[src/rtl/isa_pkg.sv]
package isa_pkg;

    localparam int DATA_W = 8;
    localparam int ADDR_W = 16;

    // opcode byte layout aaabbbcc
    typedef struct packed {
        logic [2:0] op_a;   // operation within the group
        logic [2:0] op_b;   // addressing mode
        logic [1:0] op_c;   // group
    } opcode_t;

    // groups selected by op_c
    typedef enum logic [1:0] {
        GRP_CTRL = 2'd0,
        GRP_ACC  = 2'd1,
        GRP_RMW  = 2'd2
    } group_e;

    // op_b modes kept for the accumulator group
    typedef enum logic [2:0] {
        AM_ZPG = 3'd1,
        AM_IMM = 3'd2,
        AM_ABS = 3'd3
    } amode_e;

    // op_a in the accumulator group
    typedef enum logic [2:0] {
        OP_ORA,
        OP_AND,
        OP_EOR,
        OP_ADC,
        OP_STA,
        OP_LDA,
        OP_CMP,
        OP_SBC
    } acc_op_e;

    localparam int FLAG_C = 0;  // carry bit of P

    localparam logic [DATA_W-1:0] OPC_NOP = 8'hea;
    localparam logic [DATA_W-1:0] OPC_JMP = 8'h4c;  // jmp abs
    localparam logic [DATA_W-1:0] OPC_CLC = 8'h18;
    localparam logic [DATA_W-1:0] OPC_SEC = 8'h38;

endpackage

[src/rtl/cpu_pkg.sv]
package cpu_pkg;

    typedef logic [isa_pkg::DATA_W-1:0] data_t;
    typedef logic [isa_pkg::ADDR_W-1:0] addr_t;

    typedef enum logic [3:0] {
        T_BOOT,
        T0_FETCH,
        T1_DECODE,
        T2_ZPG,
        T2_ABS,
        T3_ABS,
        T2_JMP,
        T3_JMP,
        T_JAM
    } state_e;

    typedef enum logic [1:0] {DB_DATA, DB_Z} db_src_e;
    typedef enum logic [1:0] {SB_A, SB_Z} sb_src_e;
    typedef enum logic [1:0] {RES_DB, RES_SB, RES_ADD} res_src_e;
    typedef enum logic [1:0] {DST_A, DST_MEM, DST_NONE} res_dst_e;
    typedef enum logic [1:0] {ALU_ADD, ALU_AND, ALU_OR, ALU_XOR} alu_op_e;
    typedef enum logic [1:0] {CIN_0, CIN_1, CIN_P} carry_sel_e;
    typedef enum logic [1:0] {ADR_PC, ADR_ZPG, ADR_ABS, ADR_HOLD} addr_sel_e;

    // per-instruction control, latched at decode
    typedef struct packed {
        db_src_e    db_src;
        sb_src_e    sb_src;
        res_src_e   res_src;
        res_dst_e   res_dst;
        alu_op_e    alu_op;
        logic       inv_bi;
        carry_sel_e carry_sel;
        logic       write_c;
    } exec_ctrl_t;

    // per-cycle control into the datapath
    typedef struct packed {
        db_src_e    db_src;
        sb_src_e    sb_src;
        res_src_e   res_src;
        res_dst_e   res_dst;
        alu_op_e    alu_op;
        logic       inv_bi;
        carry_sel_e carry_sel;
        logic       write_c;
        addr_sel_e  addr_sel;
        logic       pc_inc;
        logic       jump;
    } bus_ctrl_t;

    localparam exec_ctrl_t EX_IDLE = '{db_src: DB_Z, sb_src: SB_Z, res_src: RES_ADD,
                                       res_dst: DST_NONE, alu_op: ALU_ADD, inv_bi: 1'b0,
                                       carry_sel: CIN_0, write_c: 1'b0};

endpackage

[src/rtl/alu.sv]
`timescale 1ns/1ps

module alu (
    input  cpu_pkg::data_t   i_a,
    input  cpu_pkg::data_t   i_b,
    input  logic             i_ci,
    input  cpu_pkg::alu_op_e i_op,
    output cpu_pkg::data_t   o_y,
    output logic             o_co
);
    import cpu_pkg::*;

    logic [8:0] sum;

    always_comb begin
        sum  = {1'b0, i_a} + {1'b0, i_b} + {8'h00, i_ci};
        o_co = 1'b0;    // logic ops leave carry clear

        case (i_op)
            ALU_ADD: begin
                o_y  = sum[7:0];
                o_co = sum[8];
            end
            ALU_AND: o_y = i_a & i_b;
            ALU_OR:  o_y = i_a | i_b;
            default: o_y = i_a ^ i_b;
        endcase
    end

endmodule

[src/rtl/decoder.sv]
`timescale 1ns/1ps

module decoder (
    input  logic                i_clk,
    input  logic                i_rst,
    input  cpu_pkg::data_t      i_data,
    input  cpu_pkg::state_e     i_state,
    output cpu_pkg::exec_ctrl_t o_ex,
    output cpu_pkg::state_e     o_mode,
    output logic                o_single_byte
);
    import isa_pkg::*;
    import cpu_pkg::*;

    data_t      din;    // byte fetched in the previous cycle
    opcode_t    ir;
    opcode_t    op;
    exec_ctrl_t ex_d;

    always_ff @(posedge i_clk) begin
        din <= i_data;
    end

    always_ff @(posedge i_clk) begin
        if (i_rst) begin
            ir <= OPC_NOP;
        end else if (i_state == T1_DECODE) begin
            ir <= din;
        end
    end

    // new opcode is used straight away while decoding
    assign op = (i_state == T1_DECODE) ? din : ir;

    // first state after decode, from the opcode layout
    always_comb begin
        o_mode        = T_JAM;
        o_single_byte = 1'b0;
        if (op == OPC_JMP) begin
            o_mode = T2_JMP;
        end else if (op == OPC_CLC || op == OPC_SEC || op == OPC_NOP) begin
            o_mode        = T0_FETCH;
            o_single_byte = 1'b1;
        end else if (op.op_c == GRP_ACC) begin
            case (op.op_b)
                AM_ZPG:  o_mode = T2_ZPG;
                AM_IMM:  o_mode = (op.op_a == OP_STA) ? T_JAM : T0_FETCH;
                AM_ABS:  o_mode = T2_ABS;
                default: o_mode = T_JAM;    // indexed and indirect modes
            endcase
        end
    end

    always_comb begin
        // A + mem -> A unless the op says otherwise
        ex_d.db_src    = DB_DATA;
        ex_d.sb_src    = SB_A;
        ex_d.res_src   = RES_ADD;
        ex_d.res_dst   = DST_A;
        ex_d.alu_op    = ALU_ADD;
        ex_d.inv_bi    = 1'b0;
        ex_d.carry_sel = CIN_0;
        ex_d.write_c   = 1'b0;

        if (op.op_c == GRP_ACC) begin
            case (acc_op_e'(op.op_a))
                OP_ORA: ex_d.alu_op = ALU_OR;
                OP_AND: ex_d.alu_op = ALU_AND;
                OP_EOR: ex_d.alu_op = ALU_XOR;
                OP_ADC: begin
                    ex_d.carry_sel = CIN_P;
                    ex_d.write_c   = 1'b1;
                end
                OP_STA: begin
                    ex_d.res_src = RES_SB;
                    ex_d.res_dst = DST_MEM;
                end
                OP_LDA: ex_d.res_src = RES_DB;
                OP_CMP: begin
                    ex_d.inv_bi    = 1'b1;  // A - mem, borrow clear
                    ex_d.carry_sel = CIN_1;
                    ex_d.write_c   = 1'b1;
                    ex_d.res_dst   = DST_NONE;
                end
                default: begin              // SBC
                    ex_d.inv_bi    = 1'b1;
                    ex_d.carry_sel = CIN_P;
                    ex_d.write_c   = 1'b1;
                end
            endcase
        end else begin
            ex_d = EX_IDLE;
            // clc adds 0+0+0, sec adds 0+ff+1, carry out is the flag
            if (op == OPC_CLC || op == OPC_SEC) begin
                ex_d.write_c = 1'b1;
            end
            if (op == OPC_SEC) begin
                ex_d.inv_bi    = 1'b1;
                ex_d.carry_sel = CIN_1;
            end
        end
    end

    always_ff @(posedge i_clk) begin
        if (i_rst) begin
            o_ex <= EX_IDLE;
        end else begin
            o_ex <= ex_d;
        end
    end

endmodule

[src/rtl/sequencer.sv]
`timescale 1ns/1ps

module sequencer (
    input  logic                i_clk,
    input  logic                i_rst,
    input  cpu_pkg::exec_ctrl_t i_ex,
    input  cpu_pkg::state_e     i_mode,
    input  logic                i_single_byte,
    output cpu_pkg::state_e     o_state,
    output cpu_pkg::bus_ctrl_t  o_bus
);
    import cpu_pkg::*;

    state_e state;
    logic   rd_op, ld_op, st_op;
    logic   compute_result, save_result;

    assign o_state = state;

    // memory pattern of the op in flight
    always_comb begin
        st_op = (i_ex.res_dst == DST_MEM);
        ld_op = !st_op && (i_ex.res_src == RES_DB);
        rd_op = !st_op && !ld_op;
    end

    always_ff @(posedge i_clk) begin
        if (i_rst) begin
            state <= T_BOOT;
        end else begin
            case (state)
                T_BOOT:    state <= T0_FETCH;
                T0_FETCH:  state <= T1_DECODE;
                T1_DECODE: state <= i_mode;
                T2_ZPG:    state <= T0_FETCH;
                T2_ABS:    state <= T3_ABS;
                T3_ABS:    state <= T0_FETCH;
                T2_JMP:    state <= T3_JMP;
                T3_JMP:    state <= T1_DECODE;   // target opcode already read
                default:   state <= T_JAM;
            endcase
        end
    end

    always_comb begin
        compute_result = 1'b0;
        save_result    = 1'b0;

        // idle alu passes the fetched byte into add
        o_bus.db_src    = DB_DATA;
        o_bus.sb_src    = SB_Z;
        o_bus.res_src   = RES_ADD;
        o_bus.res_dst   = DST_NONE;
        o_bus.alu_op    = ALU_ADD;
        o_bus.inv_bi    = 1'b0;
        o_bus.carry_sel = CIN_0;
        o_bus.write_c   = 1'b0;
        o_bus.addr_sel  = ADR_PC;
        o_bus.pc_inc    = 1'b0;
        o_bus.jump      = 1'b0;

        case (state)
            T0_FETCH: begin
                o_bus.pc_inc   = 1'b1;
                compute_result = rd_op;
                save_result    = ld_op;
            end
            T1_DECODE: begin
                o_bus.pc_inc = !i_single_byte;
                save_result  = rd_op;   // write back while next op decodes
            end
            T2_ZPG: begin
                o_bus.addr_sel = ADR_ZPG;
                save_result    = st_op;
            end
            T2_ABS, T2_JMP: o_bus.pc_inc = 1'b1;    // fetch high byte
            T3_ABS: begin
                o_bus.addr_sel = ADR_ABS;
                save_result    = st_op;
            end
            T3_JMP: begin
                o_bus.addr_sel = ADR_ABS;
                o_bus.jump     = 1'b1;
            end
            T_JAM: o_bus.addr_sel = ADR_HOLD;       // bus frozen
            default: begin
            end
        endcase

        if (compute_result || save_result) begin
            o_bus.db_src = i_ex.db_src;
            o_bus.sb_src = i_ex.sb_src;
        end
        if (compute_result) begin
            o_bus.alu_op    = i_ex.alu_op;
            o_bus.inv_bi    = i_ex.inv_bi;
            o_bus.carry_sel = i_ex.carry_sel;
            o_bus.write_c   = i_ex.write_c;
        end
        if (save_result) begin
            o_bus.res_src = i_ex.res_src;
            o_bus.res_dst = i_ex.res_dst;
        end
    end

endmodule

[src/rtl/datapath.sv]
`timescale 1ns/1ps

module datapath #(
    parameter cpu_pkg::addr_t BOOT_ADDR = 16'h0000
) (
    input  logic               i_clk,
    input  logic               i_rst,
    input  cpu_pkg::data_t     i_data,
    input  cpu_pkg::bus_ctrl_t i_bus,
    output cpu_pkg::addr_t     o_addr,
    output cpu_pkg::data_t     o_dout,
    output logic               o_rw
);
    import isa_pkg::*;
    import cpu_pkg::*;

    data_t      a, dl, add;
    logic [FLAG_C:FLAG_C] p;    // carry is the only flag
    addr_t      pc, pcsel, nextpc, radr;

    data_t db, sb, res;     // data, register and result buses
    data_t bi, alu_y;
    logic  ci, alu_co;

    // jump loads the target, then steps past the opcode being read
    assign pcsel  = i_bus.jump ? o_addr : pc;
    assign nextpc = (i_bus.pc_inc || i_bus.jump) ? pcsel + 16'd1 : pcsel;

    always_comb begin
        case (i_bus.addr_sel)
            ADR_PC:  o_addr = pc;
            ADR_ZPG: o_addr = {8'h00, dl};
            ADR_ABS: o_addr = {dl, add};    // high byte on the bus, low byte held in add
            default: o_addr = radr;
        endcase
    end

    always_comb begin
        db  = (i_bus.db_src == DB_DATA) ? dl : 8'h00;
        sb  = (i_bus.sb_src == SB_A) ? a : 8'h00;
        case (i_bus.res_src)
            RES_DB:  res = db;
            RES_SB:  res = sb;
            RES_ADD: res = add;
            default: res = 8'h00;
        endcase

        bi = i_bus.inv_bi ? ~db : db;
        case (i_bus.carry_sel)
            CIN_1:   ci = 1'b1;
            CIN_P:   ci = p[FLAG_C];
            default: ci = 1'b0;
        endcase
    end

    alu alu_i (
        .i_a  (sb),
        .i_b  (bi),
        .i_ci (ci),
        .i_op (i_bus.alu_op),
        .o_y  (alu_y),
        .o_co (alu_co)
    );

    always_ff @(posedge i_clk) begin
        if (i_rst) begin
            a  <= 8'h00;
            p  <= '0;
            pc <= BOOT_ADDR;
        end else begin
            pc <= nextpc;
            if (i_bus.res_dst == DST_A) a <= res;
            if (i_bus.write_c) p[FLAG_C] <= alu_co;
        end
    end

    always_ff @(posedge i_clk) begin
        dl   <= i_data;     // memory byte for the next cycle
        add  <= alu_y;
        radr <= o_addr;
    end

    assign o_rw   = (i_bus.res_dst != DST_MEM);
    assign o_dout = o_rw ? 8'h00 : res;

endmodule

[src/rtl/cpu_top.sv]
`timescale 1ns/1ps

module cpu_top #(
    parameter cpu_pkg::addr_t BOOT_ADDR = 16'h0000
) (
    input  logic           i_clk,
    input  logic           i_rst,
    input  cpu_pkg::data_t i_data,
    output cpu_pkg::addr_t o_addr,
    output cpu_pkg::data_t o_dout,
    output logic           o_rw
);
    import cpu_pkg::*;

    exec_ctrl_t ex;
    state_e     mode;
    state_e     state;
    logic       single_byte;
    bus_ctrl_t  bus;

    decoder decoder_i (
        .i_clk         (i_clk),
        .i_rst         (i_rst),
        .i_data        (i_data),
        .i_state       (state),
        .o_ex          (ex),
        .o_mode        (mode),
        .o_single_byte (single_byte)
    );

    sequencer sequencer_i (
        .i_clk         (i_clk),
        .i_rst         (i_rst),
        .i_ex          (ex),
        .i_mode        (mode),
        .i_single_byte (single_byte),
        .o_state       (state),
        .o_bus         (bus)
    );

    datapath #(
        .BOOT_ADDR (BOOT_ADDR)
    ) datapath_i (
        .i_clk  (i_clk),
        .i_rst  (i_rst),
        .i_data (i_data),
        .i_bus  (bus),
        .o_addr (o_addr),
        .o_dout (o_dout),
        .o_rw   (o_rw)
    );

endmodule

[config.mk]
export PLATFORM = sky130hd
export DESIGN_NAME = cpu_top
export DESIGN_NICKNAME = d
export VERILOG_FILES = /design/src/rtl/isa_pkg.sv /design/src/rtl/cpu_pkg.sv /design/src/rtl/alu.sv /design/src/rtl/decoder.sv /design/src/rtl/sequencer.sv /design/src/rtl/datapath.sv /design/src/rtl/cpu_top.sv
export SDC_FILE = /design/constraint.sdc
export NUM_CORES = 1
export LEC_CHECK = 0
export BUFFER_PORTS_ARGS = -buffer_cell sky130_fd_sc_hd__buf_2
export CAP_MARGIN = 20
export CORE_ASPECT_RATIO = 1.75
export CORE_MARGIN = 4
export CORE_UTILIZATION = 56
export CTS_CLUSTER_SIZE = 8
export DETAILED_ROUTE_END_ITERATION = 6
export GPL_TIMING_DRIVEN = 0
export PLACE_DENSITY = 0.75
export SETUP_SLACK_MARGIN = 0.05
export SLEW_MARGIN = 20
export SYNTH_ARGS = -nofsm -noshare
export SYNTH_HDL_FRONTEND = slang
export SYNTH_HIERARCHICAL = 1
export SYNTH_SLANG_ARGS = --single-unit
[constraint.sdc]
create_clock -name i_clk -period 4.4 [get_ports i_clk]
set_clock_uncertainty 0.2 [all_clocks]
set_input_delay 0.22 -clock i_clk [delete_from_list [all_inputs] [get_ports i_clk]]
set_output_delay 0.22 -clock i_clk [all_outputs]
set_load 0.1 [all_outputs]
==> flow_summary.json <==
{
  "status": "finished clean",
  "arrival_ps": 4120,
  "initial_utilization": 0.5788,
  "synthMuxAreaShare": 0.1089,
  "fmax_mhz": 243.7,
  "critPathLaunch": "sequencer_i/o_state[3]$_SDFF_PP0_",
  "dieHeight_um": 136.7,
  "preCtsSetupSlack_ps": 62.89,
  "end_kind": "flip-flop",
  "synth_fa_ha_area_frac": 0.05245,
  "yosys_warnings": 6,
  "drtPass1Iterations": 5,
  "port_buffers": 34,
  "totalNegativeSetupSlack_ps": 0,
  "post_drt_via_cell_ratio": 6.134,
  "clock_sinks": 87,
  "synth_area_sq_mm": 0.005296,
  "layout-drive-gt1-share": 0.1937,
  "hold_violations": 0,
  "fill_cells": 737,
  "critPathTopFamily": "simple AND/OR/NAND/NOR gates",
  "vdd_ir_drop_max_mv": 0.2494,
  "synth_seq_cells": 87,
  "grt_max_degree": 15,
  "worstMarginPinSlew_ps": 745.0,
  "rows": 46,
  "critical_path_class": "reg -> reg",
  "yosysUniqueCellTypes": 85,
  "synth-simple-area-share": 0.2395,
  "grt_pass1_wl_um": 23110,
  "async_reset_ff_frac": 0,
  "ant_nets": 0,
  "synth_top_family_by_area": "simple AND/OR/NAND/NOR gates",
  "placed_area_sq_mm": 0.005620,
  "slowest_stage": "mux4_2",
  "cts_buffers": 9,
  "synth_edf_count": 0,
  "period_needed_ps": 4104,
  "num-nets-final": 662,
  "dieWidth_um": 81.52,
  "gr-total-overflow": 0,
  "clock_path_buffers": 2,
  "synth_ff_type": "dfxtp_1",
  "path_clk_slew_ps": 60,
  "syn_to_final_growth_pct": 13.80,
  "dieArea_sq_mm": 0.01114,
  "rsz0062_at_grt": "no",
  "relSlewSlack": 0.5020,
  "p_total_w": 0.002358,
  "path_common_cell": "fa_1",
  "final_area_sq_mm": 0.006027,
  "cts_tree": "built",
  "wl_per_cell_um": 18.95,
  "fp.coreArea_sq_mm": 0.009151,
  "cpPeakStageDelay_ps": 450,
  "antenna_cells": 0,
  "synth_compound_area_frac": 0.1642,
  "cts_root_buffer": "clkbuf_16",
  "p_leak_nw": 2.443,
  "avgSynthCellArea_sq_um": 9.179,
  "drtIter0Drc": 363,
  "num_vias": 4631,
  "maxCapViolations": 0,
  "grt_use_total": 0.2748,
  "clk_latency_ps": 340,
  "setup_violations": 0,
  "crit_chain": "buf_6, and2b_2, o21ai_0, o22ai_2, and2_1, nor2_2, nand2_1, xnor2_2, fa_1, inv_1, fa_1, nor2b_1, o31ai_2, a21oi_1, xor2_1, mux4_2",
  "grt_pass1_vias": 4563,
  "fin_util": 0.6586,
  "drv_slew": 0,
  "worst_setup_path_start_kind": "flip-flop",
  "dpl.hpwl_um": 10810,
  "path_buf_inv": 2,
  "cts_htree_levels": 3,
  "hp-class": "in -> reg",
  "setup_ws_ps": 296.3,
  "gp_congestion": 0.9679,
  "ios": 35,
  "critPathRequiredTime_ps": 4420,
  "antenna_found_initial": 0,
  "fin_crit_sh": 0.9327,
  "routed_wl_um": 14310,
  "syn_inst": 577,
  "synthXorXnorAreaFrac": 0.04111,
  "seq_area_frac_synth": 0.3288,
  "hold_start": "i_rst",
  "drc": 0,
  "cp_max_fo": 10,
  "reg2reg_from": "sequencer_i/o_state[3]$_SDFF_PP0_",
  "p_per_area_mw_per_mm2": 391.2
}
## metal layers
metal,vias to the layer above,routed length (um),track usage
met3,55,664,0.02899
li1,2164,-,-
met4,0,866,0.1598
met5,-,0,0
met2,174,7630,0.5145
met1,2238,5143,0.2840
## area by class of cell
class                           count  area [sq um]  area share
Timing Repair Buffer               43         255.2     0.04235
Clock inverter                      6         86.33     0.01432
Multi-Input combinational cell    423          3232      0.5362
Sequential cell                    87          1742      0.2890
Buffer                             31         201.4     0.03342
Inverter                           36         135.1     0.02242
Clock buffer                        9         225.2     0.03737
Tap cell                          120         150.1     0.02491
## cell families after synthesis
logic type,Yosys count
muxes,36
and+or+nand+nor,222
AOI/OAI and AO/OA,118
DFF,87
other,1
buffers and inverters,68
xor gates and xnor gates,24
adders and majority gates,21
## synth_stat cells, drive strengths merged (14+ instances only)
cell type,count,area share
mux4,15,0.064
nand2,33,0.023
xnor2,14,0.023
mux2i,14,0.029
buf,20,0.030
inv,36,0.026
a21oi,30,0.029
and2,25,0.030
dfxtp,87,0.33
nand2b,18,0.023
nand3,19,0.020
o21ai,17,0.017
ha,19,0.045
a211oi,15,0.025
nor2,65,0.046
## worst paths after layout
path	end	slack, ps	cells past startpoint
setup / recovery	datapath_i/add[6]$_DFF_P_	300	16
hold / removal	sequencer_i/o_state[1]$_SDFF_PP0_	10	2
setup reg to reg	datapath_i/add[6]$_DFF_P_	300	16
hold reg to reg	datapath_i/radr[10]$_DFF_P_	270	2
## placed cells by master, fill, tap and decap left out, types with 4 or more instances in the layout
| cell | count |
|---|---|
| inv_1 | 34 |
| a21boi_0 | 4 |
| mux2_2 | 4 |
| dfxtp_1 | 87 |
| mux4_2 | 14 |
| xnor2_1 | 13 |
| mux2i_1 | 13 |
| xor2_1 | 9 |
| a211oi_1 | 13 |
| clkbuf_1 | 11 |
| nand4_1 | 4 |
| nand2b_1 | 17 |
| ha_1 | 19 |
| nand3b_1 | 6 |
| nand2_1 | 33 |
| buf_2 | 39 |
| a222oi_1 | 6 |
| buf_4 | 7 |
| dlygate4sd3_1 | 8 |
| and2_1 | 23 |
| a21oi_1 | 29 |
| o21ai_1 | 6 |
| nor2_1 | 63 |
| clkbuf_16 | 9 |
| nor3_1 | 6 |
| buf_6 | 7 |
| o21ai_0 | 9 |
| a31oi_1 | 7 |
| a21o_1 | 7 |
| nand3_1 | 17 |
| nor2b_1 | 6 |
| nor3b_1 | 8 |
| a22o_1 | 4 |
## stage by stage
| stage | hold slack [ps] | cells |
|---|---|---|
| 2_1_floorplan | 47.72 | 578 |
| 3_3_place_gp | 133.6 | 732 |
| 3_5_place_dp | 137.4 | 732 |
| 4_1_cts | 5.808 | 754 |
| 5_1_grt | 35.10 | 755 |
| 6_report | 14.01 | 755 |
## what timing repair did
| item | CTS | global route |
|---|---|---|
| gates resized for setup | 1 | 3 |
| setup endpoints to repair | 2 | 2 |
| hold buffers | 8 | 0 |
| hold endpoints to repair | 16 | 0 |
| setup buffers | 0 | 0 |
## power breakdown
part | internal, W | leakage, nW | switching (W) | total (W)
Clock | 0.000493 | 0.151 | 0.000312 | 0.000804
Sequential | 0.000855 | 0.713 | 0.0000633 | 0.000918
Combinational | 0.000218 | 1.58 | 0.000417 | 0.000635
Total | 0.00157 | 2.44 | 0.000792 | 0.00236
## state kept, by name, summed over array words and instances, names as in the netlist
| register | cells |
|---|---|
| datapath_i/pc | 16 |
| datapath_i/radr | 16 |
| decoder_i/o_ex | 10 |
| datapath_i/a | 8 |
| datapath_i/add | 8 |
| datapath_i/dl | 8 |
| decoder_i/din | 8 |
| decoder_i/ir | 8 |
| sequencer_i/o_state | 4 |
| datapath_i/p | 1 |
(Power assumes the default switching activity.)
